**src/frame_settings.svh**
```systemverilog
`ifndef FRAME_SETTINGS_SVH
`define FRAME_SETTINGS_SVH

// word widths
`define SAMPLE_WIDTH     128
`define OUT_WIDTH        64
`define TS_WIDTH         48
`define ADC_WIDTH        12

// configuration fields
`define PRE_LEN_WIDTH    5
`define CH_ID_WIDTH      4

// framing
`define FRAME_MAX_WORDS  8
`define FRAME_LEN_WIDTH  12
`define HEADER_ID        16'hAAAA
`define FOOTER_ID        16'h5555

// buffer depths
`define DATA_FIFO_DEPTH  64
`define INFO_FIFO_DEPTH  8

`endif

```
**src/frame_config.sv**
```systemverilog
`default_nettype none
`timescale 1ns/100ps

`include "frame_settings.svh"

module frame_config (
  input  logic                      RD_CLK,
  input  logic                      WR_RESET,
  input  logic                      cfg_we,
  input  logic                      cfg_addr,
  input  logic [7:0]                cfg_wdata,
  output logic [`PRE_LEN_WIDTH-1:0] pre_len,
  output logic [`CH_ID_WIDTH-1:0]   channel_id
);

  // addr 0 pre_len, addr 1 channel id
  always_ff @(posedge RD_CLK) begin
    if (WR_RESET) begin
      pre_len <= '0;
      channel_id <= '0;
    end else if (cfg_we) begin
      if (cfg_addr == 1'b0) begin
        pre_len <= cfg_wdata[`PRE_LEN_WIDTH-1:0];
      end else begin
        channel_id <= cfg_wdata[`CH_ID_WIDTH-1:0];
      end
    end
  end

endmodule

`default_nettype wire

```
**config.mk**
```make
export PLATFORM = sky130hd
export DESIGN_NAME = frame_config
export DESIGN_NICKNAME = d
export VERILOG_FILES = /design/src/frame_config.sv
export VERILOG_INCLUDE_DIRS = /design/src /design/src/src
export SDC_FILE = /design/constraint.sdc
export NUM_CORES = 1
export LEC_CHECK = 0
export CORE_AREA = 10 10 47 49
export CTS_BUF_LIST = sky130_fd_sc_hd__clkbuf_8
export CTS_CLUSTER_DIAMETER = 50
export CTS_CLUSTER_SIZE = 16
export DETAILED_ROUTE_END_ITERATION = 7
export DIE_AREA = 0 0 57 59
export DONT_BUFFER_PORTS = 1
export GPL_TIMING_DRIVEN = 0
export MAX_ROUTING_LAYER = met4
export PLACE_DENSITY_LB_ADDON = 0.3
export SLEW_MARGIN = 5
export SYNTH_ARGS = -nofsm -noshare
export SYNTH_HDL_FRONTEND = slang
export SYNTH_SLANG_ARGS = --single-unit
```
**constraint.sdc**
```tcl
create_clock -name RD_CLK -period 1.4 [get_ports RD_CLK]
set_input_delay 0.21 -clock RD_CLK [delete_from_list [all_inputs] [get_ports RD_CLK]]
set_output_delay 0.21 -clock RD_CLK [all_outputs]
set_load 0.01 [all_outputs]
```
==> impl_metrics.tcl <==
set metrics [dict create \
    cts_tree "built" \
    drc_errors 0 \
    grt_pass1_wl_um 1390 \
    netlist_area_sq_um 394 \
    fin_skew_ps 0 \
    setup_tns_ps 0 \
    r2r-start "channel_id[0]$_SDFFE_PP0P_" \
    finalSetupViolations 0 \
    finalNetCount 54 \
    post-place-ws_ps 661 \
    fmax_mhz 1200 \
    final_cell_mix "14 x nand2b_1, 9 x dfxtp_1, 8 x mux2i_1" \
    arrival_ps 630 \
    cts_setup_buffers 0 \
    outcome "finished, final reports clean" \
    clock_sinks 9 \
    final-instance-count-excl-fill 57 \
    fp-row-count 14 \
    grt_pass1_vias 280 \
    required_ps 1190 \
    gp_congestion 0.674 \
    ctsHoldBuffers 0 \
    syn_nets 49 \
    dp.cells 53 \
    initial_core_util_pct 28.1 \
    final_core_util_pct 32.8 \
    antenna_left 0 \
    synth-warning-count 0 \
    routed_wirelength_um 897 \
    insertion_delay_ps 230 \
    hp-start "cfg_wdata[4]" \
    overflow 0 \
    cts_htree_levels 1 \
    crit_type "flop to primary output" \
    total_power_mw 0.619 \
    cts_resized 0 \
    layout.cells.most_common "nand2b_1" \
    p_per_area_nw_per_um2 1350 \
    layout-drive-gt1-share_pct 12.2 \
    viasPerCell 4.68 \
    core_area_sq_um 1400 \
    wl_per_cell_um 15.7 \
    num_vias 267 \
    synth-seq-area-share_pct 45.7 \
    postSynthRegisterBits 9 \
    grt_max_degree 11 \
    synth.distinct_cells 9 \
    clockBufferDepth 2 \
    num_io_pins 21 \
    rsz0062_at_grt "no" \
    layout_setup_ws_ps 563 \
    rrSetupSlack_ps 730 \
    fill_cells 158 \
    regToRegEndpoint "channel_id[0]$_SDFFE_PP0P_" \
    clk_pin_slew_ps 40 \
    holdCritPathClass "input pin to flop" \
    min_to "pre_len[4]$_SDFFE_PP0P_" \
    worst_ir_drop_vdd_v 0.000505 \
    cap_violations 0 \
    p_leak_nw 0.190 \
    area_delta_synth_final_pct 16.5 \
    die_w_um 57 \
    avgSynthCellArea_sq_um 10.7 \
    antenna_found_initial 0 \
    reg2reg_depth 2 \
    slew_headroom_pct 87.4 \
    syn_inst 37 \
    start_kind "flop" \
    drtIter0Drc 4 \
    dp_hpwl_um 737 \
    die-area_sq_um 3360 \
    fp.dieH_um 59 \
    holdPathStages 2 \
    cts_buffers 3 \
    slew_violations 0 \
    hold_viol 0 \
    grt_usage_pct 5.99 \
    endpoint_kind "primary output" \
    post-route-period-util_pct 59.8 \
    path_max_fanout 2 \
    io_buffers 0 \
    firstDrtPassIters 2 \
    antenna_cells 0 \
    ctsRootBufferMaster "clkbuf_8" \
    worst_slew_pin_slew_ps 189 \
    min_period_ps 837 \
]
-- power by group --
| part | switching [mW] | internal (mW) |
|---|---|---|
| clock | 0.100 | 0.191 |
| sequential | 0.0160 | 0.271 |
| combinational | 0.0175 | 0.0243 |
| total | 0.133 | 0.486 |
-- how the worst max path moves through the flow --
stage / end / cells past startpoint / slack (ps) / from
finish: channel_id[3] / 0 / 560 / channel_id[3]$_SDFFE_PP0P_
global placement: channel_id[2]$_SDFFE_PP0P_ / 3 / 690 / cfg_addr
CTS: channel_id[3] / 0 / 550 / channel_id[3]$_SDFFE_PP0P_
detailed placement: channel_id[0]$_SDFFE_PP0P_ / 3 / 660 / WR_RESET
global route: channel_id[0] / 0 / 540 / channel_id[0]$_SDFFE_PP0P_
floorplan: channel_id[0]$_SDFFE_PP0P_ / 3 / 710 / cfg_addr
-- state kept, by name, summed over array words and instances, names as in the netlist --
name / flops
pre_len: 5
channel_id: 4
-- per-layer routing --
layer / global-route usage [%] / routed length [um]
met1: 4.38 / 304
met2: 9.61 / 480
met3: 3.86 / 81
met4: 6.04 / 31
met5: - / 0
-- synthesized netlist by cell type --
library cell | number | share of area (%)
nand2b_1 | 14 | 22
dfxtp_1 | 9 | 46
mux2i_1 | 8 | 20
and2_1 | 1 | 1.6
and2b_1 | 1 | 1.9
buf_2 | 1 | 1.3
buf_6 | 1 | 2.9
nand4bb_1 | 1 | 2.9
o21ai_1 | 1 | 1.3
-- metrics by stage --
stage	hold WS (ps)	instance area, sq um
2_1_floorplan	376	394
3_3_place_gp	382	414
3_5_place_dp	387	414
4_1_cts	140	459
5_1_grt	138	459
6_report	146	459
-- cells by family (layout without fill, tap and decap cells) --
| logic type | Yosys count | count (layout) | share of synthesized area, % |
|---|---|---|---|
| simple gates | 17 | 17 | 28.6 |
| flops | 9 | 9 | 45.7 |
| mux | 8 | 8 | 20.3 |
| buf+inv | 2 | 6 | 4.13 |
| compound gates | 1 | 1 | 1.27 |
-- area by class of cell --
class                           instances  area (sq um)  area share (%)
Sequential cell                         9           180            39.2
Clock inverter                          1          3.75           0.817
Multi-Input combinational cell         26           198            43.1
Clock buffer                            3          41.3            8.99
Tap cell                               16          20.0            4.36
Buffer                                  2          16.3            3.54
Note: power is estimated with default switching activity, not from simulation.
