===== src/fifo_if.sv =====
`default_nettype none
`timescale 1ns/100ps

interface fifo_if #(
  parameter type payload_t = logic
) ();

  logic     push;
  payload_t wdata;
  logic     pop;
  payload_t rdata;
  logic     empty;
  logic     full;

  modport producer (
    output push,
    output wdata,
    input  full
  );

  modport store (
    input  push,
    input  wdata,
    input  pop,
    output rdata,
    output empty,
    output full
  );

  modport consumer (
    output pop,
    input  rdata,
    input  empty
  );

endinterface

`default_nettype wire


===== src/sync_fifo.sv =====
`default_nettype none
`timescale 1ns/100ps

module sync_fifo #(
  parameter type payload_t = logic,
  parameter int  DEPTH     = 8
) (
  input logic   RD_CLK,
  input logic   WR_RESET,
  fifo_if.store bus
);

  localparam int AW = $clog2(DEPTH);

  payload_t      mem [DEPTH];
  logic [AW-1:0] wr_ptr;
  logic [AW-1:0] rd_ptr;
  logic [AW:0]   count;
  logic          do_push;
  logic          do_pop;

  assign do_push = bus.push & ~bus.full;
  assign do_pop = bus.pop & ~bus.empty;

  // head entry always visible
  assign bus.rdata = mem[rd_ptr];
  assign bus.empty = (count == '0);
  assign bus.full = (count == (AW+1)'(DEPTH));

  always_ff @(posedge RD_CLK) begin
    if (do_push) begin
      mem[wr_ptr] <= bus.wdata;
    end
  end

  always_ff @(posedge RD_CLK) begin
    if (WR_RESET) begin
      wr_ptr <= '0;
      rd_ptr <= '0;
      count <= '0;
    end else begin
      if (do_push) begin
        wr_ptr <= (wr_ptr == AW'(DEPTH - 1)) ? '0 : wr_ptr + 1'b1;
      end
      if (do_pop) begin
        rd_ptr <= (rd_ptr == AW'(DEPTH - 1)) ? '0 : rd_ptr + 1'b1;
      end
      case ({do_push, do_pop})
        2'b10: count <= count + 1'b1;
        2'b01: count <= count - 1'b1;
        default: count <= count;
      endcase
    end
  end

  a_no_overflow: assert property (@(posedge RD_CLK) disable iff (WR_RESET)
    !(bus.push && bus.full));

  a_no_underflow: assert property (@(posedge RD_CLK) disable iff (WR_RESET)
    !(bus.pop && bus.empty));

endmodule

`default_nettype wire


===== src/flat_wrapper.sv =====
// flat-port wrapper written by rule: the top's interface ports become plain ports
module sync_fifo_flat 
#(
  parameter type payload_t = logic,
  parameter int  DEPTH     = 8
)
  (RD_CLK, WR_RESET, bus_push, bus_wdata, bus_pop, bus_rdata, bus_empty, bus_full);
  fifo_if #(.payload_t(payload_t)) bus_i ();
  input logic RD_CLK;
  input logic WR_RESET;
  input wire logic [$bits(bus_i.push)-1:0] bus_push;
  input wire logic [$bits(bus_i.wdata)-1:0] bus_wdata;
  input wire logic [$bits(bus_i.pop)-1:0] bus_pop;
  output wire logic [$bits(bus_i.rdata)-1:0] bus_rdata;
  output wire logic [$bits(bus_i.empty)-1:0] bus_empty;
  output wire logic [$bits(bus_i.full)-1:0] bus_full;
  assign bus_i.push = bus_push;
  assign bus_i.wdata = bus_wdata;
  assign bus_i.pop = bus_pop;
  assign bus_rdata = bus_i.rdata;
  assign bus_empty = bus_i.empty;
  assign bus_full = bus_i.full;
  sync_fifo #(.payload_t(payload_t), .DEPTH(DEPTH)) u_core (.RD_CLK(RD_CLK), .WR_RESET(WR_RESET), .bus(bus_i));
endmodule

===== config.mk =====
export PLATFORM = sky130hd
export DESIGN_NAME = sync_fifo_flat
export DESIGN_NICKNAME = d
export VERILOG_FILES = /design/src/fifo_if.sv /design/src/sync_fifo.sv /design/src/flat_wrapper.sv
export SDC_FILE = /design/constraint.sdc
export NUM_CORES = 1
export LEC_CHECK = 0
export CAP_MARGIN = 20
export CORE_MARGIN = 4
export CORE_UTILIZATION = 60
export CTS_BUF_LIST = sky130_fd_sc_hd__clkbuf_2
export CTS_CLUSTER_DIAMETER = 80
export DETAILED_ROUTE_END_ITERATION = 8
export DONT_BUFFER_PORTS = 1
export PLACE_DENSITY_LB_ADDON = 0.25
export SKIP_CTS_REPAIR_TIMING = 1
export SLEW_MARGIN = 20
export SYNTH_ARGS = -nofsm -noshare
export SYNTH_HDL_FRONTEND = slang
export SYNTH_SLANG_ARGS = --single-unit

===== constraint.sdc =====
create_clock -name RD_CLK -period 4.5 [get_ports RD_CLK]
set_input_delay 0.225 -clock RD_CLK [delete_from_list [all_inputs] [get_ports RD_CLK]]
set_output_delay 0.225 -clock RD_CLK [all_outputs]
set_load 0.05 [all_outputs]

==> results.cfg <==
[route]
drt_first_pass_iters = 4
wl_per_cell_um = 14.67
totalWireLength_um = 1599
viasPerCell = 6.046
drtAntennaViolNets = 0
vias = 659
drtIter0Drc = 18
route.detailed.drc = 0

[yosys]
yosys.area.top_type = dfxtp_1
synth_common_cells = 13 x dfxtp_1, 8 x a21oi_1, 8 x edfxtp_1, 8 x nand2_1, 8 x nor2_1
synth_fp_nets = 101
synth-edff-count = 8
synth.most_common_cell = dfxtp_1
yosysTopAreaCellShare_pct = 26.33
syn_avg_cell_area_um2 = 11.11
ys_ff_latch = 21
syn_inst = 89
ys_seq_area_share_pct = 50.63
yosys_warnings = 0
synth_area_um2 = 988.4
synthArstFlopShare_pct = 0
synth_top_flop_cell = dfxtp_1
synth.distinct_cells = 27
synthTopCellsByArea = dfxtp_1 26%, edfxtp_1 24%, ha_1 8.9%

[grt]
grt_pass1_wl_um = 2753
antenna_found_initial = 0
globalRouteMet3Util_pct = 3.681
grtUsageMet1_pct = 20.55
grt_overflow_total = 0
grt_pass1_vias = 647
track_usage_pct = 14.71
use_met2_pct = 20.22
grt_busiest_layer = met1
grt_max_degree = 12

[clock_network]
clock-sinks = 21
insertion_delay_ns = 0.30
clock_path_buffers = 2
cts_max_level = 1
cts-root-buf = clkbuf_2
cts.clk_slew.worst_paths_ns = 0.17
tritoncts = yes
cts_buffers = 3

[critical_path]
crit_type = reg -> reg
cp-start-kind = flip-flop
critPathMaxFanout = 9
cp.arrival_ns = 3.10
cp-end-kind = flip-flop
critical_path_required_ns = 4.74

[die]
die_height_um = 48.59
num_io_pins = 8
fp-row-count = 14
fp.coreArea_mm2 = 0.001524
dieArea_mm2 = 0.002361
start_util_pct = 64.86
die_w_um = 48.59

[timing]
slew_violations = 0
finalSetupTns_ns = 0
hold_viol = 0
fmax_mhz = 349.6
slew_headroom_pct = 43.25
worstMarginPinSlew_ns = 0.8403
min_period_over_period_pct = 63.56
finalSetupViolations = 0
period_needed_ns = 2.860
finalClockSkew_ns = 0.01223
rsz0062_at_grt = false

[power]
p_sw_share_pct = 40.50
pwr-share-comb_pct = 40.4
vdd_drop_max_mv = 0.5471
net-switching-power_uw = 237.2
p_leak_nw = 0.4062
internal_power_uw = 348.4
power_frac_clock_pct = 12.8
p_seq_share_pct = 46.8
power.density_mw_per_mm2 = 565.2

[final_layout]
final_area_mm2 = 0.001036
layout.nets = 106
drive_gt1_share_pct = 12.90
n_antenna_cell = 0
layout-area-overhead-vs-synth_pct = 4.810
fin_cells = 109
nFillCells = 115
regArea_um2 = 500.5
post-route-util_pct = 67.98
multiInputGateArea_um2 = 464.2

[place]
post-place-cells = 103
dpl_cell_area_um2 = 996.0
gp_congestion = 0.7600
hpwl_um = 1154
io_buffers = 0

[job]
maxCapViolations = 0

[hold_path]
min_path_type = in -> reg

[status]
status = complete, no violations
==> final timing paths <==
check                           startpoint                       endpoint  slack, ns  cells after the start
max           u_core.count[1]$_SDFFE_PP0P_   u_core.count[2]$_SDFFE_PP0P_       1.64                      9
min                               WR_RESET   u_core.count[3]$_SDFFE_PP0P_       0.15                      2
max reg2reg   u_core.count[1]$_SDFFE_PP0P_   u_core.count[2]$_SDFFE_PP0P_       1.64                      9
min reg2reg  u_core.rd_ptr[1]$_SDFFE_PP0N_  u_core.rd_ptr[1]$_SDFFE_PP0N_       0.51                      2
==> layer usage <==
layer / up-vias / part of all wire [%]
li1: 330 / -
met1: 310 / 48
met2: 17 / 45
met3: 2 / 4.9
met4: 0 / 1.8
met5: - / 0
==> kinds of logic (layout without fill, tap and decap cells) <==
group,count (synthesis),in the layout,synth area share [%]
XOR/XNOR,3,3,2.659
multiplexers,6,6,8.860
adder cells (fa/ha/maj),7,7,8.860
flip-flops,21,21,50.63
AO/OA/AOI/OAI,13,13,7.468
buffers and inverters,4,8,3.037
AND/OR/NAND/NOR,35,35,18.48
==> area by class of cell <==
class | instances | share of cell area, %
tap | 16 | 1.932
timing repair buffer | 3 | 2.657
clock buffer | 4 | 1.932
multi-input combinational | 64 | 44.81
sequential | 21 | 48.31
inverter | 1 | 0.3623
==> through the flow <==
step | setup WS [ns] | total power, mW | hold slack (ns)
5_1_grt | 1.478 | 0.6351 | 0.1152
6_report | 1.640 | 0.5856 | 0.1472
3_3_place_gp | 1.914 | 0.5014 | 0.2956
2_1_floorplan | 2.013 | 0.4685 | 0.3239
3_5_place_dp | 1.745 | 0.5097 | 0.2984
4_1_cts | 1.701 | 0.5854 | -0.06968
==> critical path, cell delays in order (launching register included) <==
cell     delay [ns]
dfxtp_1        0.44
o41ai_1        0.82
inv_1          0.21
ha_1           0.30
xor2_1         0.16
ha_1           0.19
a21oi_1        0.15
xor2_1         0.09
or3_1          0.30
a21oi_1        0.14
==> power groups by stage <==
| stage | clock network (mW) | registers (mW) | logic (mW) |
|---|---|---|---|
| floorplan | 0 | 0.257 | 0.212 |
| global placement | 0 | 0.275 | 0.227 |
| detailed placement | 0 | 0.277 | 0.233 |
| CTS | 0.0799 | 0.272 | 0.233 |
| global route | 0.0889 | 0.280 | 0.266 |
| finish | 0.0750 | 0.274 | 0.237 |
==> cell usage in the layout (no fill, tap or decap), types with 2 or more instances in the layout <==
cell type / n
nand2b_1: 2
dlygate4sd3_1: 2
nor2_1: 8
dfxtp_1: 13
edfxtp_1: 8
or3_1: 2
a21oi_1: 8
mux2i_1: 2
nand2_1: 8
ha_1: 7
clkbuf_2: 4
o21ai_0: 3
mux2_2: 2
nor3_1: 6
xor2_1: 3
mux4_2: 2
Power figures use the tool's default switching activity.
