==> src/frame_settings.svh <==
`ifndef FRAME_SETTINGS_SVH
`define FRAME_SETTINGS_SVH

// word widths
`define SAMPLE_WIDTH     128
`define OUT_WIDTH        64
`define TS_WIDTH         48
`define ADC_WIDTH        12

// configuration fields
`define PRE_LEN_WIDTH    5
`define CH_ID_WIDTH      4

// framing
`define FRAME_MAX_WORDS  8
`define FRAME_LEN_WIDTH  12
`define HEADER_ID        16'hAAAA
`define FOOTER_ID        16'h5555

// buffer depths
`define DATA_FIFO_DEPTH  64
`define INFO_FIFO_DEPTH  8

`endif

==> src/frame_pkg.sv <==
`default_nettype none

`include "frame_settings.svh"

package frame_pkg;

  typedef logic [`SAMPLE_WIDTH-1:0] sample_t;

  typedef logic [`OUT_WIDTH-1:0] out_word_t;

  // first word of every frame
  typedef struct packed {
    logic [15:0]                  id;
    logic [`CH_ID_WIDTH-1:0]      channel;
    logic [31:0]                  ts_low;
    logic [`FRAME_LEN_WIDTH-1:0]  length;
  } frame_header_t;

  // last word, baseline and threshold sign-extended
  typedef struct packed {
    logic [15:0] baseline;
    logic [15:0] threshold;
    logic [15:0] ts_high;
    logic [15:0] id;
  } frame_footer_t;

  typedef struct packed {
    frame_footer_t footer;
    frame_header_t header;
  } frame_info_t;

endpackage

`default_nettype wire

==> src/fifo_if.sv <==
`default_nettype none
`timescale 1ns/100ps

interface fifo_if #(
  parameter type payload_t = logic
) ();

  logic     push;
  payload_t wdata;
  logic     pop;
  payload_t rdata;
  logic     empty;
  logic     full;

  modport producer (
    output push,
    output wdata,
    input  full
  );

  modport store (
    input  push,
    input  wdata,
    input  pop,
    output rdata,
    output empty,
    output full
  );

  modport consumer (
    output pop,
    input  rdata,
    input  empty
  );

endinterface

`default_nettype wire

==> src/frame_reader.sv <==
`default_nettype none
`timescale 1ns/100ps

`include "frame_settings.svh"

module frame_reader (
  input  logic                RD_CLK,
  input  logic                WR_RESET,
  fifo_if.consumer            data_bus,
  fifo_if.consumer            info_bus,
  output logic                out_valid,
  output frame_pkg::out_word_t dout
);

  import frame_pkg::*;

  typedef enum logic [2:0] {
    IDLE,
    HEADER,
    DATA_LOW,
    DATA_HIGH,
    FOOTER
  } state_t;

  state_t                       state;
  frame_info_t                  info_q;
  logic [`FRAME_LEN_WIDTH-2:0]  remain;
  sample_t                      word;

  assign info_bus.pop = (state == IDLE) & ~info_bus.empty;
  assign data_bus.pop = (state == DATA_HIGH);
  assign word = data_bus.rdata;

  always_ff @(posedge RD_CLK) begin
    if (WR_RESET) begin
      state <= IDLE;
      out_valid <= 1'b0;
      remain <= '0;
    end else begin
      out_valid <= (state != IDLE);
      case (state)
        IDLE: begin
          if (!info_bus.empty) begin
            state <= HEADER;
          end
        end
        HEADER: begin
          // length counts 64-bit halves
          remain <= info_q.header.length[`FRAME_LEN_WIDTH-1:1];
          state <= DATA_LOW;
        end
        DATA_LOW: begin
          state <= DATA_HIGH;
        end
        DATA_HIGH: begin
          remain <= remain - 1'b1;
          state <= (remain == 1) ? FOOTER : DATA_LOW;
        end
        default: begin
          state <= IDLE;
        end
      endcase
    end
  end

  always_ff @(posedge RD_CLK) begin
    if (info_bus.pop) begin
      info_q <= info_bus.rdata;
    end
    case (state)
      HEADER: dout <= info_q.header;
      DATA_LOW: dout <= word[`OUT_WIDTH-1:0];
      DATA_HIGH: dout <= word[`SAMPLE_WIDTH-1:`OUT_WIDTH];
      FOOTER: dout <= info_q.footer;
      default: dout <= dout;
    endcase
  end

  // frame data must already sit in the data FIFO once its info is read
  a_data_present: assert property (@(posedge RD_CLK) disable iff (WR_RESET)
    (state inside {DATA_LOW, DATA_HIGH}) |-> !data_bus.empty);

endmodule

`default_nettype wire

==> src/flat_wrapper.sv <==
// flat-port wrapper written by rule: the top's interface ports become plain ports
module frame_reader_flat import frame_pkg::*;
  (RD_CLK, WR_RESET, out_valid, dout, data_bus_pop, data_bus_rdata, data_bus_empty, info_bus_pop, info_bus_rdata, info_bus_empty);
  fifo_if data_bus_i ();
  fifo_if info_bus_i ();
  input  logic RD_CLK;
  input  logic WR_RESET;
  output logic out_valid;
  output frame_pkg::out_word_t dout;
  output wire logic [$bits(data_bus_i.pop)-1:0] data_bus_pop;
  input wire logic [$bits(data_bus_i.rdata)-1:0] data_bus_rdata;
  input wire logic [$bits(data_bus_i.empty)-1:0] data_bus_empty;
  output wire logic [$bits(info_bus_i.pop)-1:0] info_bus_pop;
  input wire logic [$bits(info_bus_i.rdata)-1:0] info_bus_rdata;
  input wire logic [$bits(info_bus_i.empty)-1:0] info_bus_empty;
  assign data_bus_pop = data_bus_i.pop;
  assign data_bus_i.rdata = data_bus_rdata;
  assign data_bus_i.empty = data_bus_empty;
  assign info_bus_pop = info_bus_i.pop;
  assign info_bus_i.rdata = info_bus_rdata;
  assign info_bus_i.empty = info_bus_empty;
  frame_reader u_core (.RD_CLK(RD_CLK), .WR_RESET(WR_RESET), .data_bus(data_bus_i), .info_bus(info_bus_i), .out_valid(out_valid), .dout(dout));
endmodule
==> config.mk <==
export PLATFORM = sky130hd
export DESIGN_NAME = frame_reader_flat
export DESIGN_NICKNAME = d
export VERILOG_FILES = /design/src/frame_pkg.sv /design/src/fifo_if.sv /design/src/frame_reader.sv /design/src/flat_wrapper.sv
export VERILOG_INCLUDE_DIRS = /design/src /design/src/src
export SDC_FILE = /design/constraint.sdc
export NUM_CORES = 1
export LEC_CHECK = 0
export BUFFER_PORTS_ARGS = -buffer_cell sky130_fd_sc_hd__clkbuf_2
export CELL_PAD_IN_SITES_DETAIL_PLACEMENT = 2
export CELL_PAD_IN_SITES_GLOBAL_PLACEMENT = 2
export CORE_ASPECT_RATIO = 1.75
export CORE_MARGIN = 5
export CORE_UTILIZATION = 25
export CTS_CLUSTER_SIZE = 25
export DETAILED_ROUTE_END_ITERATION = 10
export GPL_TIMING_DRIVEN = 0
export PLACE_DENSITY_LB_ADDON = 0.1
export REMOVE_ABC_BUFFERS = 1
export SYNTH_ARGS = -nofsm -noshare
export SYNTH_HDL_FRONTEND = slang
export SYNTH_SLANG_ARGS = --single-unit
==> constraint.sdc <==
create_clock -name RD_CLK -period 3.5 [get_ports RD_CLK]
set_input_delay 0.35 -clock RD_CLK [delete_from_list [all_inputs] [get_ports RD_CLK]]
set_output_delay 0.35 -clock RD_CLK [all_outputs]
set_load 0.005 [all_outputs]
==> reports/results.ini <==
[run_status]
status=complete, no violations

[global_route]
antenna_found_initial=0
grt_start_max_net_pins=12
grt_usage=0.0834
grt-ovfl-total=0
grt_pass1_wl_mm=4.55
grt_pass1_vias=938

[finish]
nNetsFinal=163
final_cell_mix=conb_1 (63), dfxtp_1 (15), a21oi_1 (10), clkbuf_2 (8)
fin_util=0.234
layout-drive-gt1-share=0.104
diodes=0
area_delta_synth_final_pct=-8.34
final_common_cell=conb_1

[setup_path]
cp.required_ns=3.68
worstSetupPathType=reg -> reg
r2r_cells=3
cp-start-kind=register
regToRegSetupSlack_ns=1.64
cp_max_fo=10
end_kind=register
arrival_ns=2.04

[timing]
rsz0062_at_grt=false
fin_ws_ns=1.64
final_hold_viol_count=0
maxClockFrequency_mhz=537
slew_violations=0
whs_ns=0.272
period_needed_ns=1.86
finalClockSkew_ns=0.00344
period_share=0.532
setup_viol=0
setup_tns_ns=0

[route]
final_antenna_net_count=0
vias=824
wire_per_inst_um=13.2
viasPerCell=3.96
drt_wl_total_mm=2.76
drt_first_pass_iters=2
drc=0
drt-initial-drc-count=7

[job]
timing.max_cap.violations=0

[die]
design.die.area_um2=6620
rows=34
die_h_um=104
initial_core_util=0.255
pin_count=73
core_area_um2=4930
die_w_um=63.7

[logic_synthesis]
synth.distinct_cells=30
ys_ff_latch=17
ys_warn_count=0
synthCells=147
syn_avg_cell_area_um2=8.57
yosysSeqAreaShare=0.286
syn_area_um2=1260

[clock_network]
holdBufCountCts=0
cts_setup_buffers=0
path_clk_slew_ns=0.07
root_buffer=clkbuf_8
cts_tree=yes
cts_max_path_buffers=2
h-tree-depth=1
cts_resized=0
cts.sinks=17
clk_latency_ns=0.25
cts_buffers=3

[worst_hold_path]
min-delay-path-class=in -> reg
hold_depth=1

[place]
post-place-ws_ns=1.64
port_buffers=8
dpl.hpwl_mm=2.35
routabilityCongestion=0.634

[power_and_ir_drop]
p_leak_nw=0.527
power.total_w=0.000477
vdd_drop_max_mv=0.164
p_per_area_nw_per_um2=413

==> area by class of cell <==
type	instances	area, um^2
clock buffer	4	45.0
tap	54	67.6
sequential	17	360
multi-input combinational	122	631
fill	603	3780
inverter	3	11.3
timing repair buffer	8	40.0
==> power by group <==
group          total [W]  switching [W]  leakage, nW  internal [W]
Combinational  0.0000955      0.0000620        0.362     0.0000335
Clock           0.000150      0.0000689       0.0228     0.0000808
Sequential      0.000232      0.0000172        0.142      0.000215
==> cell families after synthesis <==
logic type,share of synthesized area
other,0.00298
XOR/XNOR,0.00695
AO/OA/AOI/OAI,0.111
AND/OR/NAND/NOR,0.167
flip-flops,0.286
multiplexers,0.00794
adder cells (fa/ha/maj),0.0199
buffers and inverters,0.398
==> path summary, 6_finish.rpt <==
| path | from | to |
|---|---|---|
| worst max-delay path | u_core.remain[2] | u_core.remain[10] |
| worst min-delay path | info_bus_rdata | u_core.info_q[0] |
| worst max register to register | u_core.remain[2] | u_core.remain[10] |
| worst min register to register | u_core.remain[1] | u_core.remain[1] |
==> per-layer routing <==
layer	vias up	track usage	routed length (um)
met2	20	0.177	1790
li1	393	-	-
met3	2	0.0141	81
met5	-	0	0
met4	0	0.0223	17
met1	409	0.0749	863
==> synth_stat cells, drive strengths merged <==
cell type  number  area (um^2)
a2111oi         2         17.5
inv             3         11.3
ha              2         25.0
a21oi          10         50.1
or4b            1         10.0
xor2            1         8.76
or3             5         32.5
clkbuf          2         7.51
o31ai           4         30.0
nor2            4         15.0
conb            1         3.75
a21boi          1         7.51
nor3b           1         7.51
nand3b          2         15.0
or4             6         46.3
nand2           3         11.3
dfxtp          15          300
edfxtp          2         60.1
a32o            1         10.0
or3b            2         17.5
or2             1         6.26
mux2i           1         10.0
o21ai           5         25.0
nor4            3         18.8
buf            65          483
nand2b          3         18.8
or4bb           1         11.3
==> registers in the layout, summed over array words and instances, names as in the netlist <==
name              count
u_core.out_valid      1
u_core.state          3
u_core.remain        11
u_core.dout           1
u_core.info_q         1
==> metrics by stage <==
stage                     instances  area [um^2]
after floorplan                 142         1000
after global placement          204         1110
after detailed placement        204         1110
after CTS                       208         1150
after global routing            208         1150
final                           208         1150
==> worst max-delay path: stages, from the launching register on <==
cell	delay, ns
dfxtp_1	0.37
or4_1	0.72
or4_1	0.56
a21oi_1	0.15
(Power assumes the default switching activity.)
