===== config.mk =====
export PLATFORM = sky130hd
export DESIGN_NAME = frame_writer_flat
export DESIGN_NICKNAME = d
export VERILOG_FILES = /design/src/frame_pkg.sv /design/src/fifo_if.sv /design/src/frame_writer.sv /design/src/flat_wrapper.sv
export VERILOG_INCLUDE_DIRS = /design/src /design/src/src
export SDC_FILE = /design/constraint.sdc
export NUM_CORES = 1
export LEC_CHECK = 0
export BUFFER_PORTS_ARGS = -buffer_cell sky130_fd_sc_hd__buf_2
export CAP_MARGIN = 20
export CORE_AREA = 2 2 82 84
export DETAILED_ROUTE_END_ITERATION = 12
export DIE_AREA = 0 0 84 86
export PLACE_DENSITY_LB_ADDON = 0.2
export SLEW_MARGIN = 40
export SYNTH_ARGS = -nofsm -noshare
export SYNTH_HDL_FRONTEND = slang
export SYNTH_SLANG_ARGS = --single-unit

===== constraint.sdc =====
create_clock -name RD_CLK -period 2.2 [get_ports RD_CLK]
set_clock_uncertainty 0.15 [all_clocks]
set_input_delay 0.22 -clock RD_CLK [delete_from_list [all_inputs] [get_ports RD_CLK]]
set_output_delay 0.22 -clock RD_CLK [all_outputs]
set_load 0.005 [all_outputs]

===== src/frame_settings.svh =====
`ifndef FRAME_SETTINGS_SVH
`define FRAME_SETTINGS_SVH

// word widths
`define SAMPLE_WIDTH     128
`define OUT_WIDTH        64
`define TS_WIDTH         48
`define ADC_WIDTH        12

// configuration fields
`define PRE_LEN_WIDTH    5
`define CH_ID_WIDTH      4

// framing
`define FRAME_MAX_WORDS  8
`define FRAME_LEN_WIDTH  12
`define HEADER_ID        16'hAAAA
`define FOOTER_ID        16'h5555

// buffer depths
`define DATA_FIFO_DEPTH  64
`define INFO_FIFO_DEPTH  8

`endif


===== src/frame_pkg.sv =====
`default_nettype none

`include "frame_settings.svh"

package frame_pkg;

  typedef logic [`SAMPLE_WIDTH-1:0] sample_t;

  typedef logic [`OUT_WIDTH-1:0] out_word_t;

  // first word of every frame
  typedef struct packed {
    logic [15:0]                  id;
    logic [`CH_ID_WIDTH-1:0]      channel;
    logic [31:0]                  ts_low;
    logic [`FRAME_LEN_WIDTH-1:0]  length;
  } frame_header_t;

  // last word, baseline and threshold sign-extended
  typedef struct packed {
    logic [15:0] baseline;
    logic [15:0] threshold;
    logic [15:0] ts_high;
    logic [15:0] id;
  } frame_footer_t;

  typedef struct packed {
    frame_footer_t footer;
    frame_header_t header;
  } frame_info_t;

endpackage

`default_nettype wire


===== src/fifo_if.sv =====
`default_nettype none
`timescale 1ns/100ps

interface fifo_if #(
  parameter type payload_t = logic
) ();

  logic     push;
  payload_t wdata;
  logic     pop;
  payload_t rdata;
  logic     empty;
  logic     full;

  modport producer (
    output push,
    output wdata,
    input  full
  );

  modport store (
    input  push,
    input  wdata,
    input  pop,
    output rdata,
    output empty,
    output full
  );

  modport consumer (
    output pop,
    input  rdata,
    input  empty
  );

endinterface

`default_nettype wire


===== src/frame_writer.sv =====
`default_nettype none
`timescale 1ns/100ps

`include "frame_settings.svh"

module frame_writer (
  input  logic                    RD_CLK,
  input  logic                    WR_RESET,
  input  logic                    gate,
  input  frame_pkg::sample_t      sample,
  input  logic [`TS_WIDTH-1:0]    time_stamp,
  input  logic [`ADC_WIDTH-1:0]   baseline,
  input  logic [`ADC_WIDTH:0]     threshold,
  input  logic [`CH_ID_WIDTH-1:0] channel_id,
  output logic                    in_ready,
  fifo_if.producer                data_bus,
  fifo_if.producer                info_bus
);

  import frame_pkg::*;

  localparam int CW = $clog2(`FRAME_MAX_WORDS + 1);

  logic                  gate_q;
  sample_t               sample_q;
  logic [`TS_WIDTH-1:0]  ts_q;
  logic [`ADC_WIDTH-1:0] bl_q;
  logic [`ADC_WIDTH:0]   th_q;
  logic [CW-1:0]         cnt;
  logic [CW-1:0]         words;
  logic                  cut;
  frame_header_t         hdr_new;
  frame_footer_t         ftr_new;
  frame_header_t         hdr_q;
  frame_footer_t         ftr_q;
  frame_info_t           info_next;
  frame_info_t           info_q;
  logic                  info_push;

  always_ff @(posedge RD_CLK) begin
    if (WR_RESET) begin
      gate_q <= 1'b0;
      in_ready <= 1'b0;
    end else begin
      // samples offered while not ready are dropped
      gate_q <= gate & in_ready;
      in_ready <= ~data_bus.full & ~info_bus.full;
    end
  end

  always_ff @(posedge RD_CLK) begin
    sample_q <= sample;
    ts_q <= time_stamp;
    bl_q <= baseline;
    th_q <= threshold;
  end

  assign words = cnt + 1'b1;

  // last word of the frame is being pushed now
  assign cut = gate_q & ((words == CW'(`FRAME_MAX_WORDS)) | ~(gate & in_ready));

  always_comb begin
    hdr_new.id = `HEADER_ID;
    hdr_new.channel = channel_id;
    hdr_new.ts_low = ts_q[31:0];
    hdr_new.length = '0;
    ftr_new.baseline = {{(16 - `ADC_WIDTH){bl_q[`ADC_WIDTH-1]}}, bl_q};
    ftr_new.threshold = {{(15 - `ADC_WIDTH){th_q[`ADC_WIDTH]}}, th_q};
    ftr_new.ts_high = ts_q[`TS_WIDTH-1:32];
    ftr_new.id = `FOOTER_ID;
  end

  // a one-word frame has not captured its fields yet
  always_comb begin
    info_next.header = (cnt == '0) ? hdr_new : hdr_q;
    info_next.footer = (cnt == '0) ? ftr_new : ftr_q;
    info_next.header.length = `FRAME_LEN_WIDTH'({words, 1'b0});
  end

  always_ff @(posedge RD_CLK) begin
    if (WR_RESET) begin
      cnt <= '0;
      info_push <= 1'b0;
    end else begin
      info_push <= cut;
      if (cut) begin
        cnt <= '0;
      end else if (gate_q) begin
        cnt <= words;
      end
    end
  end

  always_ff @(posedge RD_CLK) begin
    if (gate_q && cnt == '0) begin
      hdr_q <= hdr_new;
      ftr_q <= ftr_new;
    end
    if (cut) begin
      info_q <= info_next;
    end
  end

  assign data_bus.push = gate_q;
  assign data_bus.wdata = sample_q;
  assign info_bus.push = info_push;
  assign info_bus.wdata = info_q;

  a_frame_len: assert property (@(posedge RD_CLK) disable iff (WR_RESET)
    gate_q |-> (words <= CW'(`FRAME_MAX_WORDS)));

endmodule

`default_nettype wire


===== src/flat_wrapper.sv =====
// flat-port wrapper written by rule: the top's interface ports become plain ports
module frame_writer_flat import frame_pkg::*;
  (RD_CLK, WR_RESET, gate, sample, time_stamp, baseline, threshold, channel_id, in_ready, data_bus_push, data_bus_wdata, data_bus_full, info_bus_push, info_bus_wdata, info_bus_full);
  fifo_if data_bus_i ();
  fifo_if info_bus_i ();
  input  logic RD_CLK;
  input  logic WR_RESET;
  input  logic gate;
  input  frame_pkg::sample_t sample;
  input  logic [`TS_WIDTH-1:0] time_stamp;
  input  logic [`ADC_WIDTH-1:0] baseline;
  input  logic [`ADC_WIDTH:0] threshold;
  input  logic [`CH_ID_WIDTH-1:0] channel_id;
  output logic in_ready;
  output wire logic [$bits(data_bus_i.push)-1:0] data_bus_push;
  output wire logic [$bits(data_bus_i.wdata)-1:0] data_bus_wdata;
  input wire logic [$bits(data_bus_i.full)-1:0] data_bus_full;
  output wire logic [$bits(info_bus_i.push)-1:0] info_bus_push;
  output wire logic [$bits(info_bus_i.wdata)-1:0] info_bus_wdata;
  input wire logic [$bits(info_bus_i.full)-1:0] info_bus_full;
  assign data_bus_push = data_bus_i.push;
  assign data_bus_wdata = data_bus_i.wdata;
  assign data_bus_i.full = data_bus_full;
  assign info_bus_push = info_bus_i.push;
  assign info_bus_wdata = info_bus_i.wdata;
  assign info_bus_i.full = info_bus_full;
  frame_writer u_core (.RD_CLK(RD_CLK), .WR_RESET(WR_RESET), .gate(gate), .sample(sample), .time_stamp(time_stamp), .baseline(baseline), .threshold(threshold), .channel_id(channel_id), .in_ready(in_ready), .data_bus(data_bus_i), .info_bus(info_bus_i));
endmodule

==> summary.txt <==
Timing
  – RSZ-0062 raised after global routing: false
  – Peak Freq: 0.645 GHz
  – Setup Viol. Count Final: 0
  – Max-slew violation count: 0
  – Final hold vios: 0
  – Crit share post-route: 0.705
  – Crit path time final: between 1.5 and 2 ns
  – Final hold slack: ~0.13 ns
  – Setup TNS: 0 ns

Run status
  – Status: complete, no violations

Power
  – Leak pwr: around 0.00021 uW
  – Total Power: 349 uW
  – Peak VDD IR: 0.000391 V
  – PwrDens: about 560 nW/um2

Floorplan
  – Core Area: around 6300 um2
  – Row cnt: 29
  – Die Wd: approximately 84 um
  – Initial Util: 0.0684
  – Die area: between 7000 and 8000 um2
  – Die Y: approximately 86 um
  – Ports: 215

Setup path
  – Reg2Reg Setup Slack: 0.65 ns
  – CP Launch Type: register
  – Max FO, Critical Path: 4
  – CP Buf/Inv Count: 0
  – Worst Path Arrival: ~1.5 ns
  – Crit path kind: reg -> reg
  – Crit path max-delay cell type: dfxtp_1
  – Crit end category: register
  – Max incr delay on CP: 0.40 ns
  – Worst EP required: 2.18 ns
  – Crit path max-delay family: flip-flops
  – CP cell instances: and3_4 -> mux2_4 -> a2111oi_4

Global routing
  – GR Overflow Total: 0
  – Global-route wire length before repair: roughly 1.6 mm
  – Vias in the first global route: between 300 and 400
  – GRT Overall Usage: 0.0275
  – Largest net degree at the start of global routing: 10
  – Met1 track demand over resource: 0.0311
  – Initial antenna violation count: 0
  – GRT Max-Usage Layer: met2
  – GR Util met2: 0.0444
  – M3 GR Usage: 0.0183

Route
  – Drc violations: 0
  – Wirelength per Cell: roughly 6.7 um
  – Via count: between 300 and 400
  – Post-Route WL: roughly 850 um
  – ANT nets after route: 0
  – Detailed Routing Iterations Pass 1: 1
  – Iter 0 DRT Violations: 0
  – Vias per inst: around 2.4

CTS
  – CTS Buf Count: 3
  – Setup bufs post-CTS: 0
  – Max Root-Sink Buffers: 2
  – Hold buffer count at CTS: 3
  – CTS tree: built
  – CTS resizes: 0
  – Clock root cell: clkbuf_8
  – H-Tree Depth: 1
  – CTS sink count: 8
  – Latest clock arrival within the worst-skew pair: approximately 0.23 ns
  – Reg clk slew, reported paths: about 0.05 ns

Place
  – Port bufs: 9
  – Gpl congestion: approximately 0.64
  – HPWL Detailed: between 600 and 700 um

Synth
  – Synth unique cells: 23
  – Sequential fraction of the synthesis area: 0.373
  – Synthesized net count: 250
  – Syn avg cell area: 11.3 um2
  – Number of synthesized flops with an enable pin: 0
  – Async set-reset flop share out of synthesis: 0
  – Post-synthesis instance total: 38
  – Yosys reg bits: 8
  – Synth Flop Type: dfxtp_1
  – Post-Syn Area: approximately 430 um2
  – Ys Warns: 0

Cells and area
  – Layout cell share with drive strength beyond 1: 0.340
  – Nets@finish: 264
  – # diodes: 0
  – Filler cells: 726
  – Area growth from synthesis to layout: 44.3%

Run
  – Max-cap violations: 0

Min path
  – Worst Hold Class: in -> reg
## cell usage after synthesis, types with 2 or more instances
cell       number  area (um2)
a2111oi_4       2        55.1
xnor2_1         2        17.5
nor3_1          2        10.0
mux2i_1         2        20.0
and2_1          2        12.5
ha_1            2        25.0
dfxtp_1         8         160
nand2_1         3        11.3
## final cells by class
cell class | instances | area, um2 | area share
Clock buffer | 3 | 41.3 | 0.0667
Multi-Input combinational cell | 26 | 243 | 0.392
Sequential cell | 8 | 160 | 0.259
Timing Repair Buffer | 12 | 75.1 | 0.121
Inverter | 1 | 3.75 | 0.00606
Tap cell | 77 | 96.3 | 0.156
## path summary, 6_finish.rpt
path / startpoint / endpoint / cells after the start
worst max-delay path: u_core.cnt[0] / u_core.cnt[1] / 3
worst min-delay path: gate / u_core.data_bus.push / 3
worst max register to register: u_core.cnt[0] / u_core.cnt[1] / 3
worst min register to register: u_core.cnt[3] / u_core.cnt[3] / 2
## worst reg2reg max path, cell delays in order, from the launching register on
cell	delay, ns
dfxtp_1	0.40
and3_4	0.23
mux2_4	0.34
a2111oi_4	0.34
## metrics by stage
step	cells	util	instance area [um2]	setup slack [ns]
2_1_floorplan	38	-	429	0.742
3_3_place_gp	121	0.0873	548	0.662
3_5_place_dp	121	0.0873	548	0.645
4_1_cts	127	0.0987	619	0.638
5_1_grt	127	0.0987	619	0.561
6_report	127	0.0987	619	0.649
## logic make-up (layout without fill, tap and decap cells)
family | after synthesis | count (layout) | synth area share
mux | 3 | 3 | 0.0816
compound gates | 6 | 6 | 0.210
xor+xnor | 3 | 3 | 0.0612
buf+inv | 4 | 16 | 0.0612
other cells | 1 | 1 | 0.00874
fa+ha+maj | 2 | 2 | 0.0583
simple gates | 11 | 11 | 0.146
flops | 8 | 8 | 0.373
## cell usage in the layout, fill, tap and decap left out, drive strengths merged
master	synthesis	layout
buf	2	9
dfxtp	8	8
nand2	3	3
clkbuf	1	3
dlygate4sd3	0	3
nor3	2	2
and2	2	2
mux2i	2	2
xnor2	2	2
a2111oi	2	2
ha	2	2
xor2	1	1
a21boi	1	1
nor2	1	1
nor2b	1	1
and3	1	1
nand3b	1	1
o22ai	1	1
inv	1	1
a211o	1	1
o32ai	1	1
mux2	1	1
conb	1	1
## state kept, by name (all words and copies together), names as in the netlist
name and flops:
u_core.cnt 4, u_core.info_bus.push 1, u_core.sample_q 1, u_core.data_bus.push 1
u_core.in_ready 1
## where the power goes
part           switching [uW]  internal [uW]  total, uW
Clock                    58.9            119        178
Sequential               2.30            148        151
Combinational            9.39           11.1       20.5
## per-layer routing
layer	share of wire	routed length (um)	vias up
met3	0.053	45	0
met2	0.44	377	7
li1	-	-	156
met1	0.50	425	143
met4	0	0	0
met5	0	0	-
No activity file was read; power rests on OpenSTA's default activity.
