## src/frame_settings.svh

```systemverilog
`ifndef FRAME_SETTINGS_SVH
`define FRAME_SETTINGS_SVH

// word widths
`define SAMPLE_WIDTH     128
`define OUT_WIDTH        64
`define TS_WIDTH         48
`define ADC_WIDTH        12

// configuration fields
`define PRE_LEN_WIDTH    5
`define CH_ID_WIDTH      4

// framing
`define FRAME_MAX_WORDS  8
`define FRAME_LEN_WIDTH  12
`define HEADER_ID        16'hAAAA
`define FOOTER_ID        16'h5555

// buffer depths
`define DATA_FIFO_DEPTH  64
`define INFO_FIFO_DEPTH  8

`endif

```

## src/trigger_stretcher.sv

```systemverilog
`default_nettype none
`timescale 1ns/100ps

`include "frame_settings.svh"

module trigger_stretcher (
  input  logic                      RD_CLK,
  input  logic                      WR_RESET,
  input  logic                      in_valid,
  input  logic [`PRE_LEN_WIDTH-1:0] pre_len,
  output logic                      gate
);

  logic [`PRE_LEN_WIDTH-1:0] hold;

  // reload while triggered, drain afterwards
  always_ff @(posedge RD_CLK) begin
    if (WR_RESET) begin
      hold <= '0;
    end else if (in_valid) begin
      hold <= pre_len;
    end else if (hold != '0) begin
      hold <= hold - 1'b1;
    end
  end

  assign gate = in_valid | (hold != '0);

endmodule

`default_nettype wire
```

## config.mk

```make
export PLATFORM = sky130hd
export DESIGN_NAME = trigger_stretcher
export DESIGN_NICKNAME = d
export VERILOG_FILES = /design/src/trigger_stretcher.sv
export VERILOG_INCLUDE_DIRS = /design/src /design/src/src
export SDC_FILE = /design/constraint.sdc
export NUM_CORES = 1
export LEC_CHECK = 0
export BUFFER_PORTS_ARGS = -buffer_cell sky130_fd_sc_hd__clkbuf_2
export CELL_PAD_IN_SITES_DETAIL_PLACEMENT = 1
export CELL_PAD_IN_SITES_GLOBAL_PLACEMENT = 1
export CORE_AREA = 2 2 39 41
export CTS_BUF_LIST = sky130_fd_sc_hd__clkbuf_16
export DETAILED_ROUTE_END_ITERATION = 6
export DIE_AREA = 0 0 41 43
export PLACE_DENSITY = 0.48
export RECOVER_POWER = 100
export REMOVE_ABC_BUFFERS = 1
export SYNTH_ARGS = -nofsm -noshare
export SYNTH_HDL_FRONTEND = slang
export SYNTH_SLANG_ARGS = --single-unit
```

## constraint.sdc

```tcl
create_clock -name RD_CLK -period 3.6 [get_ports RD_CLK]
set_clock_uncertainty 0.15 [all_clocks]
set_input_delay 0.9 -clock RD_CLK [delete_from_list [all_inputs] [get_ports RD_CLK]]
set_output_delay 0.9 -clock RD_CLK [all_outputs]
set_load 0.02 [all_outputs]
```

==> flow_summary.toml, run 1 <==
[layout]
reg_top3 = "hold: 5 flops"
nets = 53
top_register = "hold"
layout-drive-gt1-share_pct = 32.6
fin_area_um2 = 424
largest_reg_flops = 5
stdcell_count = 59
area_growth_pct = 38.4
num_antenna_cells = 0

[synthesis]
synth-seq-cells = 5
ys.flop_type = "dfxtp_1"
post-synth-top-count-cell = "dfxtp_1"
synth-edff-count = 0
synthTopCellsByArea = "dfxtp_1 33%, or4b_1 6.5%, inv_1 4.9%, nor4b_2 4.9%, clkbuf_8 4.5%"
synth_area_um2 = 307
syn_inst = 32
synth-compound-area-share_pct = 15.9
synthMuxAreaShare_pct = 3.27
synth_fa_ha_area_share_pct = 4.08
async_flop_share_pct = 0
synthXorXnorAreaFrac_pct = 2.86
synthTopCellsByCount = "5 x dfxtp_1, 4 x inv_1"
synthSimpleGateAreaFrac_pct = 31.8
synth_largest_area_cell = "dfxtp_1"
synth_cell_types = 21
synth_top_family_by_area = "simple AND/OR/NAND/NOR gates"
avgSynthCellArea_um2 = 9.58
synth.top_cell.area_share_pct = 32.7
synth-seq-area-share_pct = 32.7
yosys_warnings = 0

[clocking]
cts_setup_buffers = 0
clock-root-buffer = "clkbuf_16"
cts.hold.buffers_added = 0
cts_sinks = 5
clk_latency_ns = 0.22
htree_levels = 1
numCtsBuffers = 3
clk_pin_slew_worst_paths_ns = 0.03
tritoncts = "built"
cts_resized = 0
clk_path_buf_depth = 2

[drt]
dr_wl_met2_um = 351
drt-total-wl_um = 736
drc = 0
met3_wirelength_um = 20
first_iter_violations = 1
firstDrtPassIters = 4
top_layer = "met4"
antenna_left = 0
wl_met1_um = 344
routedWlPerCell_um = 12.5
dr_total_vias = 285
vias_per_cell = 4.83

[worst_setup_path]
crit_family = "simple AND/OR/NAND/NOR gates"
slowest_delay_ns = 0.47
path_class = "reg -> out"
rr_worst_depth = 5
cp.required_ns = 2.55
crit_top_cell = "inv_1"
r2r-end = "hold[1]"
r2r_setup_slack_ns = 1.69
crit_chain = "inv_1 -> ha_1 -> or3b_2 -> nor3_1 -> inv_1 -> clkbuf_1"
cpMaxStageDelayCell = "or3b_2"
cp-end-kind = "output port"
r2r-start = "hold[0]"
critPathLaunchType = "flop"
path_max_fanout = 4
arrival_ns = 1.96
crit_buf_inv = 3

[power_and_ir_drop]
power_frac_seq_pct = 24.3
p_int_w = 0.000230
ir_drop_v = 0.000220
total_power_w = 0.000296
leakagePower_nw = 0.180
p_sw_w = 0.0000657
p_clk_share_pct = 60.0
pwr-share-comb_pct = 15.8
p_sw_share_pct = 22.2
cellPowerDensity_nw_per_um2 = 698

[timing]
fin_setup_tns_ns = 0
layout_worst_path_cycle_share_pct = 83.6
tightest_slew_ns = 0.508
layout_min_cycle_time_ns = 3.01
max_freq_mhz = 332
slew-limit-headroom_pct = 65.9
final-setup-viol-count = 0
slew_viol_final = 0
timing.hold.ws_ns = 0.367
rsz0062_at_grt = "false"
final_hold_viol_count = 0

[grt]
grt.total_usage_pct = 11.2
grt_pass1_wl_mm = 1.21
grt_pass1_vias = 286
grt-ovfl-total = 0
grt_start_max_net_pins = 13
antenna_found_initial = 0

[min_path]
hold_end = "hold[4]"
hold_depth = 2
min_from = "hold[4]"
min_path_type = "reg -> reg"

[floorplan]
io_pins = 9
die_area_um2 = 1760
die_w_um = 41
start_util_pct = 22.2
rows = 14
core_area_um2 = 1380
die_h_um = 43

[run]
maxCapViolCount = 0

[status]
status = "finished clean"

[placement]
place_area_um2 = 353
hpwl_um = 514
dp.cells = 55
gp_congestion = 0.730
io_buffers = 8
==> power groups by stage <==
stage	Sequential (W)	Clock, W	Combinational [W]
after floorplan	0.0000701	0	0.0000350
after global placement	0.0000725	0	0.0000472
after detailed placement	0.0000725	0	0.0000484
after CTS	0.0000720	0.000180	0.0000491
after global routing	0.0000736	0.000185	0.0000525
final	0.0000719	0.000178	0.0000467
==> layout by cell type, fill, tap and decap left out, drive strengths merged <==
master / netlist / final
o31a: 1 / 1
a2111oi: 1 / 1
or4: 1 / 1
clkbuf: 1 / 11
mux2i: 1 / 1
ha: 1 / 1
o211ai: 1 / 1
nand2: 2 / 2
xor2: 1 / 1
nand3b: 1 / 1
o31ai: 1 / 1
nor4: 1 / 1
inv: 4 / 5
or4b: 2 / 2
dfxtp: 5 / 5
nor2: 1 / 1
a21oi: 2 / 2
nor3: 3 / 3
or3b: 1 / 1
nor4b: 1 / 1
==> stage by stage <==
step | setup WS (ns) | util, %
3_5_place_dp | 0.894 | 25.5
3_3_place_gp | 0.928 | 25.5
4_1_cts | 0.743 | 31.2
2_1_floorplan | 1.22 | -
5_1_grt | 0.469 | 30.7
6_report | 0.592 | 30.7
==> area by class of cell <==
cell class / count / area [um2]
timing repair buffer: 8 / 37.5
sequential: 5 / 100
clock inverter: 1 / 3.75
inverter: 4 / 15.0
fill: 172 / 960
clock buffer: 3 / 75.1
multi-input combinational: 22 / 173
tap: 16 / 20.0
==> worst max-delay path by stage <==
stage	end	cells after the start	start	slack, ns
2_1_floorplan	gate	5	hold[0]	1.22
3_3_place_gp	gate	4	in_valid	0.93
3_5_place_dp	gate	4	in_valid	0.89
4_1_cts	gate	6	hold[0]	0.74
5_1_grt	gate	6	hold[0]	0.47
6_report	gate	6	hold[0]	0.59
==> worst register-to-register path, stage by stage (launching register included) <==
cell and delay [ns]:
dfxtp_1 0.32, inv_1 0.08, ha_1 0.19, or3b_2 0.47, nor3_1 0.41, o31ai_1 0.15
==> kinds of logic (layout without fill, tap and decap cells) <==
logic type / count (synthesis) / after routing
AOI/OAI and AO/OA: 6 / 6
buffers and inverters: 5 / 16
muxes: 1 / 1
DFF: 5 / 5
adders and majority gates: 1 / 1
and+or+nand+nor: 13 / 13
xor gates and xnor gates: 1 / 1
==> per-layer routing <==
| metal | vias to the layer above | track usage [%] |
|---|---|---|
| li1 | 145 | - |
| met1 | 131 | 13.5 |
| met2 | 7 | 14.4 |
| met3 | 2 | 3.14 |
| met4 | 0 | 12.0 |
| met5 | - | 0 |
Note: power is estimated with default switching activity, not from simulation.
==> run 2, diff against run 1 <==
==> constraint.sdc (replaced) <==
create_clock -name RD_CLK -period 2.97 [get_ports RD_CLK]
set_clock_uncertainty 0.15 [all_clocks]
set_input_delay 0.7425 -clock RD_CLK [delete_from_list [all_inputs] [get_ports RD_CLK]]
set_output_delay 0.7425 -clock RD_CLK [all_outputs]
set_load 0.02 [all_outputs]
==> run 2 against run 1 <==
  * Worst hold slack improved by 0.016 ns
  * Utilization rose by 0.090 points
  * Critical path depth did not move
  * Critical endpoint unchanged
  * Largest cell class unchanged
  * Largest power group unchanged
==> flow_summary.toml, run 2 (synthesis gave the netlist of run 1 again) <==
[status]
status = "finished clean"

[timing]
slew-limit-headroom_pct = 75.9
slew_viol_final = 0
layout_min_cycle_time_ns = 2.67
layout_worst_path_cycle_share_pct = 89.8
final_hold_viol_count = 0
max_freq_mhz = 375
tightest_slew_ns = 0.353
final-setup-viol-count = 0
rsz0062_at_grt = "false"
fin_setup_tns_ns = 0

[min_path]
min_path_type = "reg -> reg"
min_from = "hold[4]"
hold_end = "hold[4]"
hold_depth = 2

[worst_setup_path]
cp-end-kind = "output port"
critPathLaunchType = "flop"
path_max_fanout = 4
cp.required_ns = 2.08
path_class = "reg -> out"
rr_worst_depth = 5
r2r_setup_slack_ns = 1.26
r2r-end = "hold[3]"
r2r-start = "hold[0]"
arrival_ns = 1.78

[clocking]
numCtsBuffers = 3
clk_latency_ns = 0.23
cts_setup_buffers = 0
clock-root-buffer = "clkbuf_16"
cts_resized = 0
clk_path_buf_depth = 2
cts.hold.buffers_added = 0
htree_levels = 1
cts_sinks = 5
clk_pin_slew_worst_paths_ns = 0.03
tritoncts = "built"

[power_and_ir_drop]
total_power_w = 0.000361
cellPowerDensity_nw_per_um2 = 848
leakagePower_nw = 0.180
ir_drop_v = 0.000381

[grt]
grt_start_max_net_pins = 13
grt.total_usage_pct = 12.3
grt-ovfl-total = 0
grt_pass1_wl_mm = 1.28
antenna_found_initial = 0
grt_pass1_vias = 305

[floorplan]
rows = 14
core_area_um2 = 1380
die_area_um2 = 1760
io_pins = 9
die_h_um = 43
die_w_um = 41
start_util_pct = 22.2

[drt]
drc = 0
firstDrtPassIters = 2
first_iter_violations = 4
dr_total_vias = 289
antenna_left = 0
drt-total-wl_um = 711
routedWlPerCell_um = 12.1
vias_per_cell = 4.90

[layout]
fillers = 170
mostFrequentLayoutCell = "clkbuf_2"
reg_top3 = "hold: 5 flops"
layout-drive-gt1-share_pct = 34.9
finish.utilization_pct = 30.7
fin_area_um2 = 425
top_register = "hold"
final_cell_mix = "7 x clkbuf_2, 5 x inv_1, 5 x dfxtp_1, 3 x clkbuf_16"
nets = 53
largest_reg_flops = 5
area_growth_pct = 38.8
num_antenna_cells = 0

[placement]
hpwl_um = 521
place_area_um2 = 353
gp_congestion = 0.640
io_buffers = 8

[run]
maxCapViolCount = 0
-- run 2: cell counts in the layout (fill, tap and decap cells not counted) --
Identical to the previous run, type by type.
-- run 2: per-layer routing --
layer / up-vias / wire (um) / track usage, % / part of all wire [%]
li1: 143 / - / - / -
met1: 135 / 281 / 11.5 / 40
met2: 7 / 339 / 15.9 / 48
met3: 4 / 34 / 6.28 / 4.8
met4: 0 / 55 / 16.0 / 7.7
met5: - / 0 / 0 / 0
-- run 2: worst max path at each step --
stage	cells after the start	startpoint	to	slack (ns)
5_1_grt	6	hold[0]	gate	0.15
4_1_cts	6	hold[0]	gate	0.29
2_1_floorplan	5	hold[0]	gate	0.75
3_5_place_dp	6	hold[0]	gate	0.55
3_3_place_gp	6	hold[0]	gate	0.53
6_report	6	hold[0]	gate	0.30
-- run 2: worst max-delay path, stage by stage, from the launching register on --
cell and delay [ns]:
dfxtp_1 0.32, inv_1 0.07, ha_1 0.19, or3b_2 0.48, nor3_2 0.25, inv_1 0.07, clkbuf_1 0.17
-- run 2: layout make-up --
| type | instances | area (um2) | area share (%) |
|---|---|---|---|
| inverter | 4 | 15.0 | 3.53 |
| clock inverter | 1 | 3.75 | 0.882 |
| clock buffer | 3 | 75.1 | 17.6 |
| sequential | 5 | 100 | 23.5 |
| multi-input combinational | 22 | 173 | 40.6 |
| timing repair buffer | 8 | 38.8 | 9.12 |
| tap | 16 | 20.0 | 4.71 |
-- run 2: stage by stage --
| step | hold WS, ns | setup WS [ns] | cells |
|---|---|---|---|
| final | 0.383 | 0.302 | 59 |
| after CTS | 0.393 | 0.294 | 59 |
| after global placement | 0.366 | 0.526 | 55 |
| after global routing | 0.426 | 0.145 | 59 |
| after floorplan | 0.341 | 0.746 | 31 |
| after detailed placement | 0.386 | 0.547 | 55 |
-- run 2: power by group --
group | total (W) | internal [W] | switching [W]
registers | 0.0000866 | 0.0000766 | 0.00000995
clock network | 0.000218 | 0.000174 | 0.0000436
logic | 0.0000563 | 0.0000288 | 0.0000275
total | 0.000361 | 0.000280 | 0.0000811
==> run 3, diff against run 2 <==
--- a/config.mk
+++ b/config.mk
@@ -6,6 +6,7 @@
 export SDC_FILE = /design/constraint.sdc
 export NUM_CORES = 1
 export LEC_CHECK = 0
+export ABC_AREA = 1
 export BUFFER_PORTS_ARGS = -buffer_cell sky130_fd_sc_hd__clkbuf_2
 export CELL_PAD_IN_SITES_DETAIL_PLACEMENT = 1
 export CELL_PAD_IN_SITES_GLOBAL_PLACEMENT = 1
@@ -13,7 +14,7 @@
 export CTS_BUF_LIST = sky130_fd_sc_hd__clkbuf_16
 export DETAILED_ROUTE_END_ITERATION = 6
 export DIE_AREA = 0 0 41 43
-export PLACE_DENSITY = 0.48
+export PLACE_DENSITY = 0.52
 export RECOVER_POWER = 100
 export REMOVE_ABC_BUFFERS = 1
 export SYNTH_ARGS = -nofsm -noshare
==> run 3 against run 2 <==
  * Combinational power rose by 1%
  * Worst hold slack got worse by 0.011 ns
  * First-iteration DRC count down 100%
  * Synthesized cell count is 50% higher
  * Non-clock buffer count unchanged
  * Area after synthesis unchanged
  * Clock-buffer cell count is the same
  * Register-to-register slack gained 0.33 ns
  * Cell count rose by 29%
  * Utilization grew 0.18 points
  * Global-route usage up 0.51 points
  * Die area did not move
  * Critical path type is now in -> out
  * Largest power group unchanged
==> flow_summary.toml, run 3 <==
[layout]
nets = 70
seqCellArea_um2 = 100
top_register = "hold"
multi_input_area_um2 = 161
mostFrequentLayoutCell = "nand2_1"
fillers = 182
reg_top3 = "hold: 5 flops"
num_antenna_cells = 0
largest_reg_flops = 5
layout-drive-gt1-share_pct = 18.3
area_growth_pct = 39.6
final_cell_mix = "12 x nand2_1, 9 x nor2_1, 9 x inv_1, 6 x clkbuf_2, 5 x dfxtp_1"
stdcell_count = 76

[placement]
hpwl_um = 597
dp.cells = 72
gp_congestion = 0.710
io_buffers = 8

[power_and_ir_drop]
ir_drop_v = 0.000313
leakagePower_nw = 0.225
cellPowerDensity_nw_per_um2 = 833

[timing]
max_freq_mhz = 412
slew-limit-headroom_pct = 83.4
slew_viol_final = 0
final-setup-viol-count = 0
fin_setup_tns_ns = 0
rsz0062_at_grt = "false"
final_hold_viol_count = 0
layout_min_cycle_time_ns = 2.43
tightest_slew_ns = 0.250
layout_worst_path_cycle_share_pct = 81.7

[drt]
drc = 0
routedWlPerCell_um = 10.0
top_layer = "met3"
met3_wirelength_um = 20
wl_met1_um = 356
firstDrtPassIters = 1
antenna_left = 0
dr_total_vias = 316
first_iter_violations = 0
drt-total-wl_um = 760
dr_wl_met2_um = 384
vias_per_cell = 4.16

[clocking]
cts_resized = 0
numCtsBuffers = 3
cts_sinks = 5
tritoncts = "built"
cts.hold.buffers_added = 0
clk_latency_ns = 0.23
htree_levels = 1
clk_path_buf_depth = 2
clk_pin_slew_worst_paths_ns = 0.03
clock-root-buffer = "clkbuf_16"
cts_setup_buffers = 0

[synthesis]
synth-seq-area-share_pct = 32.7
syn_inst = 48
yosys_warnings = 0
synth-compound-area-share_pct = 8.16
synthXorXnorAreaFrac_pct = 0
synth-seq-cells = 5
synth.top_cell.area_share_pct = 32.7
async_flop_share_pct = 0
synth_fa_ha_area_share_pct = 4.08
synth_cell_types = 14
ys.flop_type = "dfxtp_1"
synthSimpleGateAreaFrac_pct = 45.3
post-synth-top-count-cell = "nand2_1"
synth_top_family_by_area = "simple AND/OR/NAND/NOR gates"
synth-edff-count = 0
synthMuxAreaShare_pct = 0
avgSynthCellArea_um2 = 6.39
synthTopCellsByArea = "dfxtp_1 33%, nand2_1 15%, inv_1 9.8%, nor2_1 9.8%, nor2_2 6.1%"
synthTopCellsByCount = "12 x nand2_1, 8 x inv_1, 8 x nor2_1"
synth_area_um2 = 307
synth_largest_area_cell = "dfxtp_1"

[worst_setup_path]
arrival_ns = 1.53
path_max_fanout = 6
crit_buf_inv = 2
crit_family = "simple AND/OR/NAND/NOR gates"
critPathLaunchType = "input pin"
cp.required_ns = 2.08
crit_top_cell = "clkbuf_1"
path_class = "in -> out"
crit_chain = "clkbuf_1 -> nor2_1 -> nand3_1 -> clkbuf_1"
slowest_delay_ns = 0.23
cp-end-kind = "output port"
cpMaxStageDelayCell = "nand3_1"

[grt]
grt_pass1_wl_mm = 1.46
antenna_found_initial = 0
grt_pass1_vias = 352
grt_start_max_net_pins = 7
grt-ovfl-total = 0
grt.total_usage_pct = 12.9

[min_path]
min_path_type = "reg -> reg"

[floorplan]
die_w_um = 41
start_util_pct = 22.2
rows = 14
io_pins = 9
die_area_um2 = 1760
core_area_um2 = 1380
die_h_um = 43

[status]
status = "finished clean"

[run]
maxCapViolCount = 0
-- run 3: cell count changes after synthesis, moves of 2 or more --
cell     change
inv_1        +4
nand2_1     +10
nor2_2       +3
or4b_1       -2
nor2_1       +7
nand3_1      +2
-- run 3: final cells by class --
cell class                      instances  area share, %
Tap cell                               16           4.68
Multi-Input combinational cell         35           37.7
Sequential cell                         5           23.4
Clock buffer                            3           17.5
Inverter                                8           7.02
Clock inverter                          1          0.877
Timing Repair Buffer                    8           8.77
-- run 3: worst min-delay path, cell delays in order (launching register included) --
cell	delay, ns
dfxtp_1	0.34
nor2_1	0.06
nor2_2	0.08
-- run 3: cell families after synthesis --
group           Yosys count
simple gates             29
buf+inv                   8
compound gates            5
flops                     5
fa+ha+maj                 1
-- run 3: where the power goes --
group / switching [W] / internal [W]
Clock: 0.0000431 / 0.000174
Sequential: 0.00000611 / 0.0000758
Combinational: 0.0000353 / 0.0000218
-- run 3: worst paths after layout --
| check | start | endpoint | slack (ns) | depth (start not counted) |
|---|---|---|---|---|
| setup / recovery | in_valid | gate | 0.54 | 4 |
| hold / removal | hold[0] | hold[0] | 0.37 | 2 |
| setup reg to reg | hold[0] | hold[3] | 1.59 | 5 |
| hold reg to reg | hold[0] | hold[0] | 0.37 | 2 |
-- run 3: metal layers --
metal | global-route usage [%] | vias up
met4 | 8.00 | 0
met5 | 0 | -
met2 | 18.4 | 4
met1 | 15.4 | 139
li1 | - | 173
met3 | 4.71 | 0
-- run 3: metrics by stage --
stage | hold slack [ns] | power [W] | setup slack (ns) | util (%) | cell area (um2)
detailed placement | 0.362 | 0.000146 | 0.708 | 26.5 | 367
global route | 0.405 | 0.000377 | 0.427 | 30.9 | 428
global placement | 0.397 | 0.000147 | 0.735 | 26.5 | 367
CTS | 0.373 | 0.000367 | 0.705 | 32.2 | 445
finish | 0.372 | 0.000356 | 0.543 | 30.9 | 428
floorplan | 0.338 | 0.000128 | 1.04 | - | 307
